$ cat src/ex_cfg.svh
// Execute stage configuration
`ifndef EX_CFG_SVH
`define EX_CFG_SVH

// Datapath and operand width
`define EX_XLEN 32

// Register file address, covers integer and extended registers
`define EX_REG_ADDR_W 6

// Opcode field widths
`define EX_ALU_OP_W 4
`define EX_MULT_OP_W 2

// Shift amount, log2 of the datapath width
`define EX_SHAMT_W 5

`endif
$ cat src/ex_pkg.sv
// Execute stage types
`default_nettype none

`include "ex_cfg.svh"

package ex_pkg;

  // ALU operations, the last six are branch compares
  typedef enum logic [`EX_ALU_OP_W-1:0] {
    ALU_ADD  = 4'h0, ALU_SUB  = 4'h1, ALU_AND = 4'h2, ALU_OR  = 4'h3,
    ALU_XOR  = 4'h4, ALU_SLL  = 4'h5, ALU_SRL = 4'h6, ALU_SRA = 4'h7,
    ALU_SLT  = 4'h8, ALU_SLTU = 4'h9, ALU_EQ  = 4'ha, ALU_NE  = 4'hb,
    ALU_LT   = 4'hc, ALU_GE   = 4'hd, ALU_LTU = 4'he, ALU_GEU = 4'hf
  } alu_op_e;

  // Multiplier operations
  typedef enum logic [`EX_MULT_OP_W-1:0] {
    MUL_LO  = 2'd0,
    MUL_H   = 2'd1,
    MUL_HSU = 2'd2,
    MUL_HU  = 2'd3
  } mult_op_e;

  // Steps of the high product sequence
  typedef enum logic [1:0] {
    MS_IDLE = 2'd0,
    MS_HIGH = 2'd1,
    MS_DONE = 2'd2
  } mult_state_e;

endpackage

`default_nettype wire

$ cat src/ex_stage.sv
// Execute stage top
`timescale 1ns/1ns
`default_nettype none

`include "ex_cfg.svh"

module ex_stage import ex_pkg::*; (
  input  logic                      clk,
  input  logic                      rst_n,

  // ALU operands from decode
  input  logic                      alu_en_i,
  input  alu_op_e                   alu_operator_i,
  input  logic [`EX_XLEN-1:0]       alu_operand_a_i,
  input  logic [`EX_XLEN-1:0]       alu_operand_b_i,
  input  logic [`EX_XLEN-1:0]       alu_operand_c_i,

  // Multiplier operands from decode
  input  logic                      mult_en_i,
  input  mult_op_e                  mult_operator_i,
  input  logic [`EX_XLEN-1:0]       mult_operand_a_i,
  input  logic [`EX_XLEN-1:0]       mult_operand_b_i,

  // CSR read data replaces the computed result
  input  logic                      csr_access_i,
  input  logic [`EX_XLEN-1:0]       csr_rdata_i,

  input  logic                      lsu_en_i,
  input  logic                      branch_in_ex_i,

  // Register file write controls
  input  logic                      regfile_alu_we_i,
  input  logic [`EX_REG_ADDR_W-1:0] regfile_alu_waddr_i,
  input  logic                      regfile_we_i,
  input  logic [`EX_REG_ADDR_W-1:0] regfile_waddr_i,

  // LSU and write-back side
  input  logic [`EX_XLEN-1:0]       lsu_rdata_i,
  input  logic                      lsu_ready_ex_i,
  input  logic                      lsu_err_i,
  input  logic                      wb_ready_i,

  // Forwarding port
  output logic [`EX_XLEN-1:0]       regfile_alu_wdata_fw_o,
  output logic [`EX_REG_ADDR_W-1:0] regfile_alu_waddr_fw_o,
  output logic                      regfile_alu_we_fw_o,

  // LSU write port
  output logic [`EX_XLEN-1:0]       regfile_wdata_wb_o,
  output logic [`EX_REG_ADDR_W-1:0] regfile_waddr_wb_o,
  output logic                      regfile_we_wb_o,

  output logic                      branch_decision_o,
  output logic [`EX_XLEN-1:0]       jump_target_o,

  output logic                      mult_multicycle_o,
  output logic                      ex_ready_o,
  output logic                      ex_valid_o
);

  logic [`EX_XLEN-1:0] alu_result;
  logic                alu_cmp_result;
  logic [`EX_XLEN-1:0] mult_result;
  logic                mult_ready;

  //////////////////////////////
  // Functional units
  //////////////////////////////

  ex_alu alu_u (
    .operator_i   (alu_operator_i),
    .operand_a_i  (alu_operand_a_i),
    .operand_b_i  (alu_operand_b_i),
    .result_o     (alu_result),
    .cmp_result_o (alu_cmp_result)
  );

  // Sequence advances on the stage ready, not the unit's own
  ex_mult mult_u (
    .clk          (clk),
    .rst_n        (rst_n),
    .enable_i     (mult_en_i),
    .operator_i   (mult_operator_i),
    .op_a_i       (mult_operand_a_i),
    .op_b_i       (mult_operand_b_i),
    .ex_ready_i   (ex_ready_o),
    .result_o     (mult_result),
    .ready_o      (mult_ready),
    .multicycle_o (mult_multicycle_o)
  );

  ex_wb_reg wb_reg_u (
    .clk                (clk),
    .rst_n              (rst_n),
    .ex_valid_i         (ex_valid_o),
    .wb_ready_i         (wb_ready_i),
    .regfile_we_i       (regfile_we_i),
    .regfile_waddr_i    (regfile_waddr_i),
    .lsu_err_i          (lsu_err_i),
    .lsu_rdata_i        (lsu_rdata_i),
    .regfile_we_wb_o    (regfile_we_wb_o),
    .regfile_waddr_wb_o (regfile_waddr_wb_o),
    .regfile_wdata_wb_o (regfile_wdata_wb_o)
  );

  //////////////////////////////
  // Forwarding port
  //////////////////////////////

  // CSR wins over multiplier, multiplier over ALU
  always_comb begin
    if (csr_access_i) begin
      regfile_alu_wdata_fw_o = csr_rdata_i;
    end else if (mult_en_i) begin
      regfile_alu_wdata_fw_o = mult_result;
    end else if (alu_en_i) begin
      regfile_alu_wdata_fw_o = alu_result;
    end else begin
      regfile_alu_wdata_fw_o = '0;
    end
  end

  assign regfile_alu_we_fw_o    = regfile_alu_we_i;
  assign regfile_alu_waddr_fw_o = regfile_alu_waddr_i;

  // Branch resolves here, target computed in decode
  assign branch_decision_o = alu_cmp_result;
  assign jump_target_o     = alu_operand_c_i;

  //////////////////////////////
  // Stall control
  //////////////////////////////

  // A branch finishes without write-back, so it frees the stage on its own
  assign ex_ready_o = (mult_ready & lsu_ready_ex_i & wb_ready_i) | branch_in_ex_i;

  // Valid flows forward only, independent of ready
  assign ex_valid_o = (alu_en_i | mult_en_i | csr_access_i | lsu_en_i) &
                      (mult_ready & lsu_ready_ex_i & wb_ready_i);

endmodule

`default_nettype wire

$ cat src/ex_wb_reg.sv
// EX/WB pipeline register
`timescale 1ns/1ns
`default_nettype none

`include "ex_cfg.svh"

module ex_wb_reg (
  input  logic                      clk,
  input  logic                      rst_n,
  input  logic                      ex_valid_i,
  input  logic                      wb_ready_i,
  input  logic                      regfile_we_i,
  input  logic [`EX_REG_ADDR_W-1:0] regfile_waddr_i,
  input  logic                      lsu_err_i,
  input  logic [`EX_XLEN-1:0]       lsu_rdata_i,
  output logic                      regfile_we_wb_o,
  output logic [`EX_REG_ADDR_W-1:0] regfile_waddr_wb_o,
  output logic [`EX_XLEN-1:0]       regfile_wdata_wb_o
);

  logic                      we_lsu;
  logic                      we_q;
  logic [`EX_REG_ADDR_W-1:0] waddr_q;

  // A faulting load must not reach the register file
  assign we_lsu = regfile_we_i & ~lsu_err_i;

  //////////////////////////////
  // Write request register
  //////////////////////////////

  // Valid already implies write-back ready
  always_ff @(posedge clk or negedge rst_n) begin
    if (!rst_n) begin
      we_q    <= 1'b0;
      waddr_q <= '0;
    end else begin
      if (ex_valid_i) begin
        we_q <= we_lsu;
        // Address only moves with a real write
        if (we_lsu) begin
          waddr_q <= regfile_waddr_i;
        end
      end else if (wb_ready_i) begin
        // Write-back drained and nothing new, flush the entry
        we_q <= 1'b0;
      end
    end
  end

  assign regfile_we_wb_o    = we_q;
  assign regfile_waddr_wb_o = waddr_q;

  // Load data arrives from the LSU in the write-back cycle
  assign regfile_wdata_wb_o = lsu_rdata_i;

endmodule

`default_nettype wire

$ cat src/ex_mult.sv
// Integer multiplier
`timescale 1ns/1ns
`default_nettype none

`include "ex_cfg.svh"

module ex_mult import ex_pkg::*; (
  input  logic                clk,
  input  logic                rst_n,
  input  logic                enable_i,
  input  mult_op_e            operator_i,
  input  logic [`EX_XLEN-1:0] op_a_i,
  input  logic [`EX_XLEN-1:0] op_b_i,
  input  logic                ex_ready_i,
  output logic [`EX_XLEN-1:0] result_o,
  output logic                ready_o,
  output logic                multicycle_o
);

  logic                  sign_a;
  logic                  sign_b;
  logic [2*`EX_XLEN-1:0] mul_a;
  logic [2*`EX_XLEN-1:0] mul_b;
  logic [2*`EX_XLEN-1:0] product;
  logic [2*`EX_XLEN-1:0] prod_q;
  mult_state_e           state_q;
  mult_state_e           state_d;
  mult_state_e           state;

  //////////////////////////////
  // Shared product
  //////////////////////////////

  // MULH treats both operands as signed, MULHSU only the first
  assign sign_a = (operator_i == MUL_H) || (operator_i == MUL_HSU);
  assign sign_b = (operator_i == MUL_H);

  assign mul_a = {{`EX_XLEN{sign_a & op_a_i[`EX_XLEN-1]}}, op_a_i};
  assign mul_b = {{`EX_XLEN{sign_b & op_b_i[`EX_XLEN-1]}}, op_b_i};

  // Low 64 bits of the extended product are exact for every opcode
  assign product = mul_a * mul_b;

  //////////////////////////////
  // High product sequence
  //////////////////////////////

  // A high opcode arriving in idle is already the register step
  always_comb begin
    state = state_q;
    if ((state_q == MS_IDLE) && enable_i && (operator_i != MUL_LO)) begin
      state = MS_HIGH;
    end
  end

  always_comb begin
    state_d = state;
    case (state)
      MS_IDLE: state_d = MS_IDLE;
      MS_HIGH: state_d = MS_DONE;
      // Hold the upper half until the stage moves on
      MS_DONE: begin
        if (ex_ready_i) begin
          state_d = MS_IDLE;
        end
      end
      default: state_d = MS_IDLE;
    endcase
  end

  always_ff @(posedge clk or negedge rst_n) begin
    if (!rst_n) begin
      state_q <= MS_IDLE;
    end else begin
      state_q <= state_d;
    end
  end

  // Full product, captured once per high opcode
  always_ff @(posedge clk) begin
    if (state == MS_HIGH) begin
      prod_q <= product;
    end
  end

  assign ready_o      = (state != MS_HIGH);
  assign multicycle_o = (state == MS_HIGH);
  assign result_o     = (state == MS_DONE) ? prod_q[2*`EX_XLEN-1:`EX_XLEN]
                                           : product[`EX_XLEN-1:0];

endmodule

`default_nettype wire

$ cat src/ex_alu.sv
// Integer ALU
`timescale 1ns/1ns
`default_nettype none

`include "ex_cfg.svh"

module ex_alu import ex_pkg::*; (
  input  alu_op_e             operator_i,
  input  logic [`EX_XLEN-1:0] operand_a_i,
  input  logic [`EX_XLEN-1:0] operand_b_i,
  output logic [`EX_XLEN-1:0] result_o,
  output logic                cmp_result_o
);

  logic                   is_sub;
  logic                   is_signed;
  logic [`EX_XLEN:0]      add_a;
  logic [`EX_XLEN:0]      add_b;
  logic [`EX_XLEN:0]      add_sum;
  logic                   is_lt;
  logic                   is_eq;
  logic                   shift_left;
  logic                   shift_arith;
  logic [`EX_SHAMT_W-1:0] shamt;
  logic [`EX_XLEN-1:0]    shift_in;
  logic [`EX_XLEN-1:0]    fill_mask;
  logic [`EX_XLEN-1:0]    shift_right;
  logic [`EX_XLEN-1:0]    shift_result;

  //////////////////////////////
  // Adder / subtractor
  //////////////////////////////

  // Everything except add subtracts, compares included
  assign is_sub    = (operator_i != ALU_ADD);
  assign is_signed = (operator_i inside {ALU_SLT, ALU_LT, ALU_GE});

  // One extra bit, sign or zero extended, so the MSB of the sum is the less-than flag
  assign add_a   = {is_signed & operand_a_i[`EX_XLEN-1], operand_a_i};
  assign add_b   = is_sub ? ~{is_signed & operand_b_i[`EX_XLEN-1], operand_b_i}
                          :  {is_signed & operand_b_i[`EX_XLEN-1], operand_b_i};
  assign add_sum = add_a + add_b + {{`EX_XLEN{1'b0}}, is_sub};

  assign is_lt = add_sum[`EX_XLEN];
  assign is_eq = (operand_a_i == operand_b_i);

  //////////////////////////////
  // Barrel shifter
  //////////////////////////////

  assign shift_left  = (operator_i == ALU_SLL);
  assign shift_arith = (operator_i == ALU_SRA);
  assign shamt       = operand_b_i[`EX_SHAMT_W-1:0];

  // Left shifts reuse the right shifter on a bit-reversed operand
  always_comb begin
    for (int i = 0; i < `EX_XLEN; i++) begin
      shift_in[i] = shift_left ? operand_a_i[`EX_XLEN-1-i] : operand_a_i[i];
    end
  end

  // Vacated upper bits take the sign on arithmetic shifts
  assign fill_mask   = ~({`EX_XLEN{1'b1}} >> shamt) &
                       {`EX_XLEN{shift_arith & operand_a_i[`EX_XLEN-1]}};
  assign shift_right = (shift_in >> shamt) | fill_mask;

  // Undo the reversal
  always_comb begin
    for (int i = 0; i < `EX_XLEN; i++) begin
      shift_result[i] = shift_left ? shift_right[`EX_XLEN-1-i] : shift_right[i];
    end
  end

  //////////////////////////////
  // Compare and result select
  //////////////////////////////

  always_comb begin
    case (operator_i)
      ALU_SLT, ALU_SLTU, ALU_LT, ALU_LTU: cmp_result_o = is_lt;
      ALU_GE, ALU_GEU:                    cmp_result_o = ~is_lt;
      ALU_EQ:                             cmp_result_o = is_eq;
      ALU_NE:                             cmp_result_o = ~is_eq;
      default:                            cmp_result_o = 1'b0;
    endcase
  end

  // Branch compares leave the result at zero
  always_comb begin
    case (operator_i)
      ALU_ADD, ALU_SUB:          result_o = add_sum[`EX_XLEN-1:0];
      ALU_AND:                   result_o = operand_a_i & operand_b_i;
      ALU_OR:                    result_o = operand_a_i | operand_b_i;
      ALU_XOR:                   result_o = operand_a_i ^ operand_b_i;
      ALU_SLL, ALU_SRL, ALU_SRA: result_o = shift_result;
      ALU_SLT, ALU_SLTU:         result_o = {{(`EX_XLEN-1){1'b0}}, cmp_result_o};
      default:                   result_o = '0;
    endcase
  end

endmodule

`default_nettype wire

$ cat config.mk
export PLATFORM = sky130hd
export DESIGN_NAME = ex_stage
export DESIGN_NICKNAME = d
export VERILOG_FILES = /design/src/ex_pkg.sv /design/src/ex_stage.sv /design/src/ex_wb_reg.sv /design/src/ex_mult.sv /design/src/ex_alu.sv
export VERILOG_INCLUDE_DIRS = /design/src /design/src/src
export SDC_FILE = /design/constraint.sdc
export NUM_CORES = 2
export LEC_CHECK = 0
export ABC_AREA = 1
export ABC_CLOCK_PERIOD_IN_PS = 5800
export BUFFER_PORTS_ARGS = -buffer_cell sky130_fd_sc_hd__buf_2
export CAP_MARGIN = 10
export CORE_ASPECT_RATIO = 1.1
export CORE_MARGIN = 2
export CORE_UTILIZATION = 58
export CTS_CLUSTER_DIAMETER = 60
export DETAILED_ROUTE_END_ITERATION = 10
export GPL_ROUTABILITY_DRIVEN = 0
export HOLD_SLACK_MARGIN = 0.03
export PLACE_DENSITY = 0.92
export SYNTH_ARGS = -nofsm -noshare
export SYNTH_HDL_FRONTEND = slang
export SYNTH_SLANG_ARGS = --single-unit
$ cat constraint.sdc
create_clock -name clk -period 5.8 [get_ports clk]
set_input_delay 0 -clock clk [delete_from_list [all_inputs] [get_ports clk]]
set_output_delay 0 -clock clk [all_outputs]
set_load 0.005 [all_outputs]
==> results of run 1 <==
==> through the flow <==
stage / instances / hold WS, ns / setup TNS [ns] / utilization / setup slack (ns)
global placement: 7952 / -0.1459 / -52.42 / 0.6570 / -1.301
CTS: 8155 / 0.09600 / -39.73 / 0.7078 / -1.119
detailed placement: 7952 / -0.1391 / -64.87 / 0.6570 / -1.666
floorplan: 6496 / -0.2956 / -21.32 / - / -1.080
==> what timing repair did <==
action,CTS
gates cloned,8
resized for setup,580
setup endpoints to repair,54
hold buffers,80
setup buffers,122
endpoints found under the hold margin,88
pin swaps,283
==> cells in the mapped netlist (6+ instances only) <==
library cell     n  area, um2
o21ai_1         10      50.05
nand4_1         22      137.6
ha_1           309       3866
o211ai_1        15      112.6
dfrtp_1          9      225.2
a21oi_1        191      955.9
buf_2           33      165.2
nand2_2          9      56.30
nor4_1           7      43.79
inv_1         1717       6445
a221oi_1        22      192.7
fa_1          1126      22540
nand3_2          6      60.06
clkbuf_1       300       1126
nand2_1       1538       5773
o21ai_0        141      705.7
mux2_2           6      67.56
xor2_1          73      639.4
a31oi_1         26      162.7
buf_4           72      540.5
o21a_1           7      52.55
or2_2           12      75.07
nand3_1        386       1932
o21bai_1         8      60.06
a21o_1          14      105.1
buf_1            8      30.03
nor3_1          12      60.06
xnor2_1         25      219.0
edfxtp_1        32      960.9
nand3b_1         8      60.06
nor2_1         301       1130
==> kinds of logic after synthesis <==
kind of cell / count (synthesis) / synth area share
fa+ha+maj: 1435 / 0.5393
xor+xnor: 98 / 0.01753
compound gates: 466 / 0.05443
flops: 41 / 0.02423
simple gates: 2310 / 0.1920
buf+inv: 2139 / 0.1710
other cells: 1 / 0.00007659
mux: 6 / 0.001380
==> layer usage <==
layer | overflow | track usage
met5 | 0 | 0.3980
met4 | 4 | 0.6723
met3 | 0 | 0.5881
met2 | 2 | 0.7839
met1 | 0 | 0.6176
==> results.md, run 1 <==
- EDFF count, synth: 32
- Status: stopped before the end
- Largest net degree at the start of global routing: 44
- CTS buffer count: 5
- Initial Utilization: 0.5866
- Placed Area: 54840 um2
- I/O Buffers: 225
- Synth async-reset ratio: 0.2195
- Vias in the first global route: 62870
- Failing step: global routing
- Syn Nets: 8185
- Average size of a mapped cell: 7.537 um2
- Distinct cells, synth: 56
- Total grt overflow: 6
- Clk buf depth: 2
- Stop err: [ERROR GRT-0116] Global routing finished with congestion. Check the congestion regions in the DRC Viewer.
- Sequential-to-total area share from yosys stat: 0.02423
- Die Span Y: 308.7 um
- Overall routing resource usage: 0.6600
- Cell Area, Synth: 48960 um2
- Root Driver: clkbuf_16
- First-pass GRT wire length: 409900 um
- Synth Flop Type: edfxtp_1
- I/O Pins: 368
- Total of warnings raised by yosys: 0
- Clock sinks: 41
- Die X-Extent: 281.0 um
- Cell row count: 111
- Cells after synthesis: 6496
- Hpwl dp: 147200 um
- Synth Register Bits: 41
- H-tree Lvls: 2
==> run 2, diff against run 1 <==
--- a/config.mk
+++ b/config.mk
@@ -7,17 +7,14 @@
 export NUM_CORES = 2
 export LEC_CHECK = 0
 export ABC_AREA = 1
-export ABC_CLOCK_PERIOD_IN_PS = 5800
+export ABC_CLOCK_PERIOD_IN_PS = 7500
 export BUFFER_PORTS_ARGS = -buffer_cell sky130_fd_sc_hd__buf_2
 export CAP_MARGIN = 10
-export CORE_ASPECT_RATIO = 1.1
 export CORE_MARGIN = 2
-export CORE_UTILIZATION = 58
-export CTS_CLUSTER_DIAMETER = 60
+export CORE_UTILIZATION = 40
 export DETAILED_ROUTE_END_ITERATION = 10
 export GPL_ROUTABILITY_DRIVEN = 0
-export HOLD_SLACK_MARGIN = 0.03
-export PLACE_DENSITY = 0.92
+export PLACE_DENSITY_LB_ADDON = 0.15
 export SYNTH_ARGS = -nofsm -noshare
 export SYNTH_HDL_FRONTEND = slang
 export SYNTH_SLANG_ARGS = --single-unit
==> constraint.sdc (replaced) <==
create_clock -name clk -period 7.5 [get_ports clk]
set_input_delay 0 -clock clk [delete_from_list [all_inputs] [get_ports clk]]
set_output_delay 0 -clock clk [all_outputs]
set_load 0.005 [all_outputs]
==> results.md, run 2 <==
- Status: finished clean
- Setup tns final: 0 ns
- Routed WL: 158200 um
- Grt met3 use: 0.02727
- Overall routing resource usage: 0.2565
- Synth Flop Type: edfxtp_1
- First-pass GRT wire length: 251300 um
- Dpl ws: -0.07095 ns
- Vias: 40900
- I/O Buffers: 225
- Sequential-to-total area share from yosys stat: 0.02423
- Top area cells in the synthesized netlist: fa_1 46%, inv_1 13%, nand2_1 12%, ha_1 7.9%, nand3_1 3.9%
- Die X-Extent: 353.9 um
- Total Die Area: 125200 um2
- Max Cap Viol: 0
- Distinct cells, synth: 56
- Crit Path Category: in2reg
- TritonCTS clock tree: yes
- EDFF count, synth: 32
- Critical path data arrival time: 7.24 ns
- Cell row count: 128
- Most frequent cells in the layout: 1715 x inv_1, 1537 x nand2_1, 1124 x fa_1
- Max Slew Vio Count: 0
- First-pass DRT Iterations: 8
- Fin. Hold Viols: 0
- Post-route ant nets: 0
- Synth async-reset ratio: 0.2195
- Largest register FFs: 32
- Worst-path clk slew: 0.06 ns
- Cell taking the most area after synthesis: fa_1
- Syn Nets: 8185
- Hold Crit Class: in2out
- Top-area cell type share of the netlist area: 0.4604
- Final worst setup slack: 0.2857 ns
- Final nets: 8184
- Initial Utilization: 0.4028
- Worst skew pair latency: 0.29 ns
- Die Span Y: 353.9 um
- Clk_skew: 0.003809 ns
- Hpwl dp: 136800 um
- Total grt overflow: 0
- Share of layout cells above drive strength 1: 0.07389
- Most flops, register: mult_u.prod_q
- GRT met2 Usage: 0.4218
- Total of warnings raised by yosys: 0
- Initial drt markers: 3293
- # fillers: 12580
- Max incr delay on CP: 0.59 ns
- Synth top cells by count: 1717 x inv_1, 1538 x nand2_1, 1126 x fa_1
- DP Cell Count: 8102
- Worst Tran Pin Value: 1.218 ns
- Initial antenna violation count: 3
- Largest net degree at the start of global routing: 44
- DR WL/cell: 19.47 um
- Cells after synthesis: 6496
- DRC: 0
- H-tree Lvls: 2
- Period utilization: 0.9619
- Via density: 5.034
- Critical Path RT: 7.53 ns
- Average size of a mapped cell: 7.537 um2
- Layout Area Growth over Synthesis: 6.391%
- Placeable Area: 121600 um2
- M1 GR Usage: 0.3604
- Count leader, synth: inv_1
- Synth Register Bits: 41
- Critical path capture point type: register
- Most common cell after layout, fill and taps aside: inv_1
- I/O Pins: 368
- Fin crit period: 7.214 ns
- Clock sinks: 41
- Crit path max fanout: 8
- Crit path max-delay cell type: fa_1
- CTS buffer count: 5
- Slew headroom: 0.1862
- GR peak layer: met2
- Root Driver: clkbuf_16
- Final non-filler cell total: 8123
- Final Setup Violations: 0
- Cell Area, Synth: 48960 um2
- Peak Freq: 138.6 MHz
- Vias in the first global route: 42690
- Critical Path Most Common Cell: fa_1
- Clk buf depth: 2
- Crit path launch type: input port
run 2: cell counts after synthesis:
Identical to the previous run, type by type.
run 2: kinds of logic (layout without fill, tap and decap cells):
family                     Yosys count  in the layout  synth area share
AOI/OAI and AO/OA                  466            466           0.05443
xor gates and xnor gates            98             98           0.01753
adders and majority gates         1435           1435            0.5393
buffers and inverters             2139           2139            0.1710
DFF                                 41             41           0.02423
muxes                                6              6          0.001380
other                                1              3        0.00007659
and+or+nand+nor                   2310           2310            0.1920
run 2: layer usage:
metal / wire (um) / part of all wire
met1: 69640 / 0.44
met2: 74180 / 0.47
met3: 9404 / 0.059
met4: 4959 / 0.031
met5: 0 / 0
run 2: repair_timing:
| action | 4_1_cts | 5_1_grt |
|---|---|---|
| gates resized for setup | 0 | 38 |
| hold buffers | 8 | 0 |
| endpoints found under the setup margin | 0 | 20 |
| buffers inserted | 0 | 3 |
| endpoints found under the hold margin | 16 | 0 |
run 2: critical path: cells and delay by family:
kind,cells,cell delay [ns]
AOI/OAI and AO/OA,4,0.70
xor gates and xnor gates,1,0.15
adders and majority gates,10,4.60
buffers and inverters,10,1.26
and+or+nand+nor,4,0.53
run 2: area by class of cell:
type	instances	area, um2	share of cell area
Clock inverter	3	41.29	0.0007926
Multi-Input combinational cell	4316	39520	0.7586
Clock buffer	5	125.1	0.002402
Inverter	1722	6469	0.1242
Antenna cell	2	5.005	0.00009608
Tap cell	1625	2033	0.03903
Sequential cell	41	1186	0.02277
Timing Repair Buffer	409	2715	0.05212
run 2: stage by stage:
step                        util  instance area, um2  hold slack (ns)
after detailed placement  0.4252               51690          -0.1375
final                     0.4285               52090      0.000001649
after global routing      0.4285               52090      0.000008720
after CTS                 0.4272               51930       0.00003458
after global placement    0.4252               51690          -0.1411
after floorplan                -               48960          -0.2956
run 2: path summary, 6_finish.rpt:
path | start | endpoint | slack, ns | depth (start not counted)
worst max-delay path | mult_operator_i[0] | mult_u.prod_q[54]$_DFFE_PP_ | 0.29 | 29
min in group asynchronous | rst_n | wb_reg_u.regfile_waddr_wb_o[5]$_DFFE_PN0P_ | 0.11 | 2
worst min register to register | wb_reg_u.regfile_waddr_wb_o[5]$_DFFE_PN0P_ | wb_reg_u.regfile_waddr_wb_o[5]$_DFFE_PN0P_ | 0.50 | 1
max in group asynchronous | rst_n | wb_reg_u.regfile_waddr_wb_o[3]$_DFFE_PN0P_ | 7.21 | 2
worst min-delay path | lsu_rdata_i[16] | regfile_wdata_wb_o[16] | 0.000002 | 0
worst max register to register | mult_u.state_q[1]$_DFF_PN0_ | mult_u.state_q[1]$_DFF_PN0_ | 5.61 | 6
Power of run 2 is left out: the tool's default activity adds up to more than one toggle a clock period on the data nets, which glitch-free logic cannot reach.
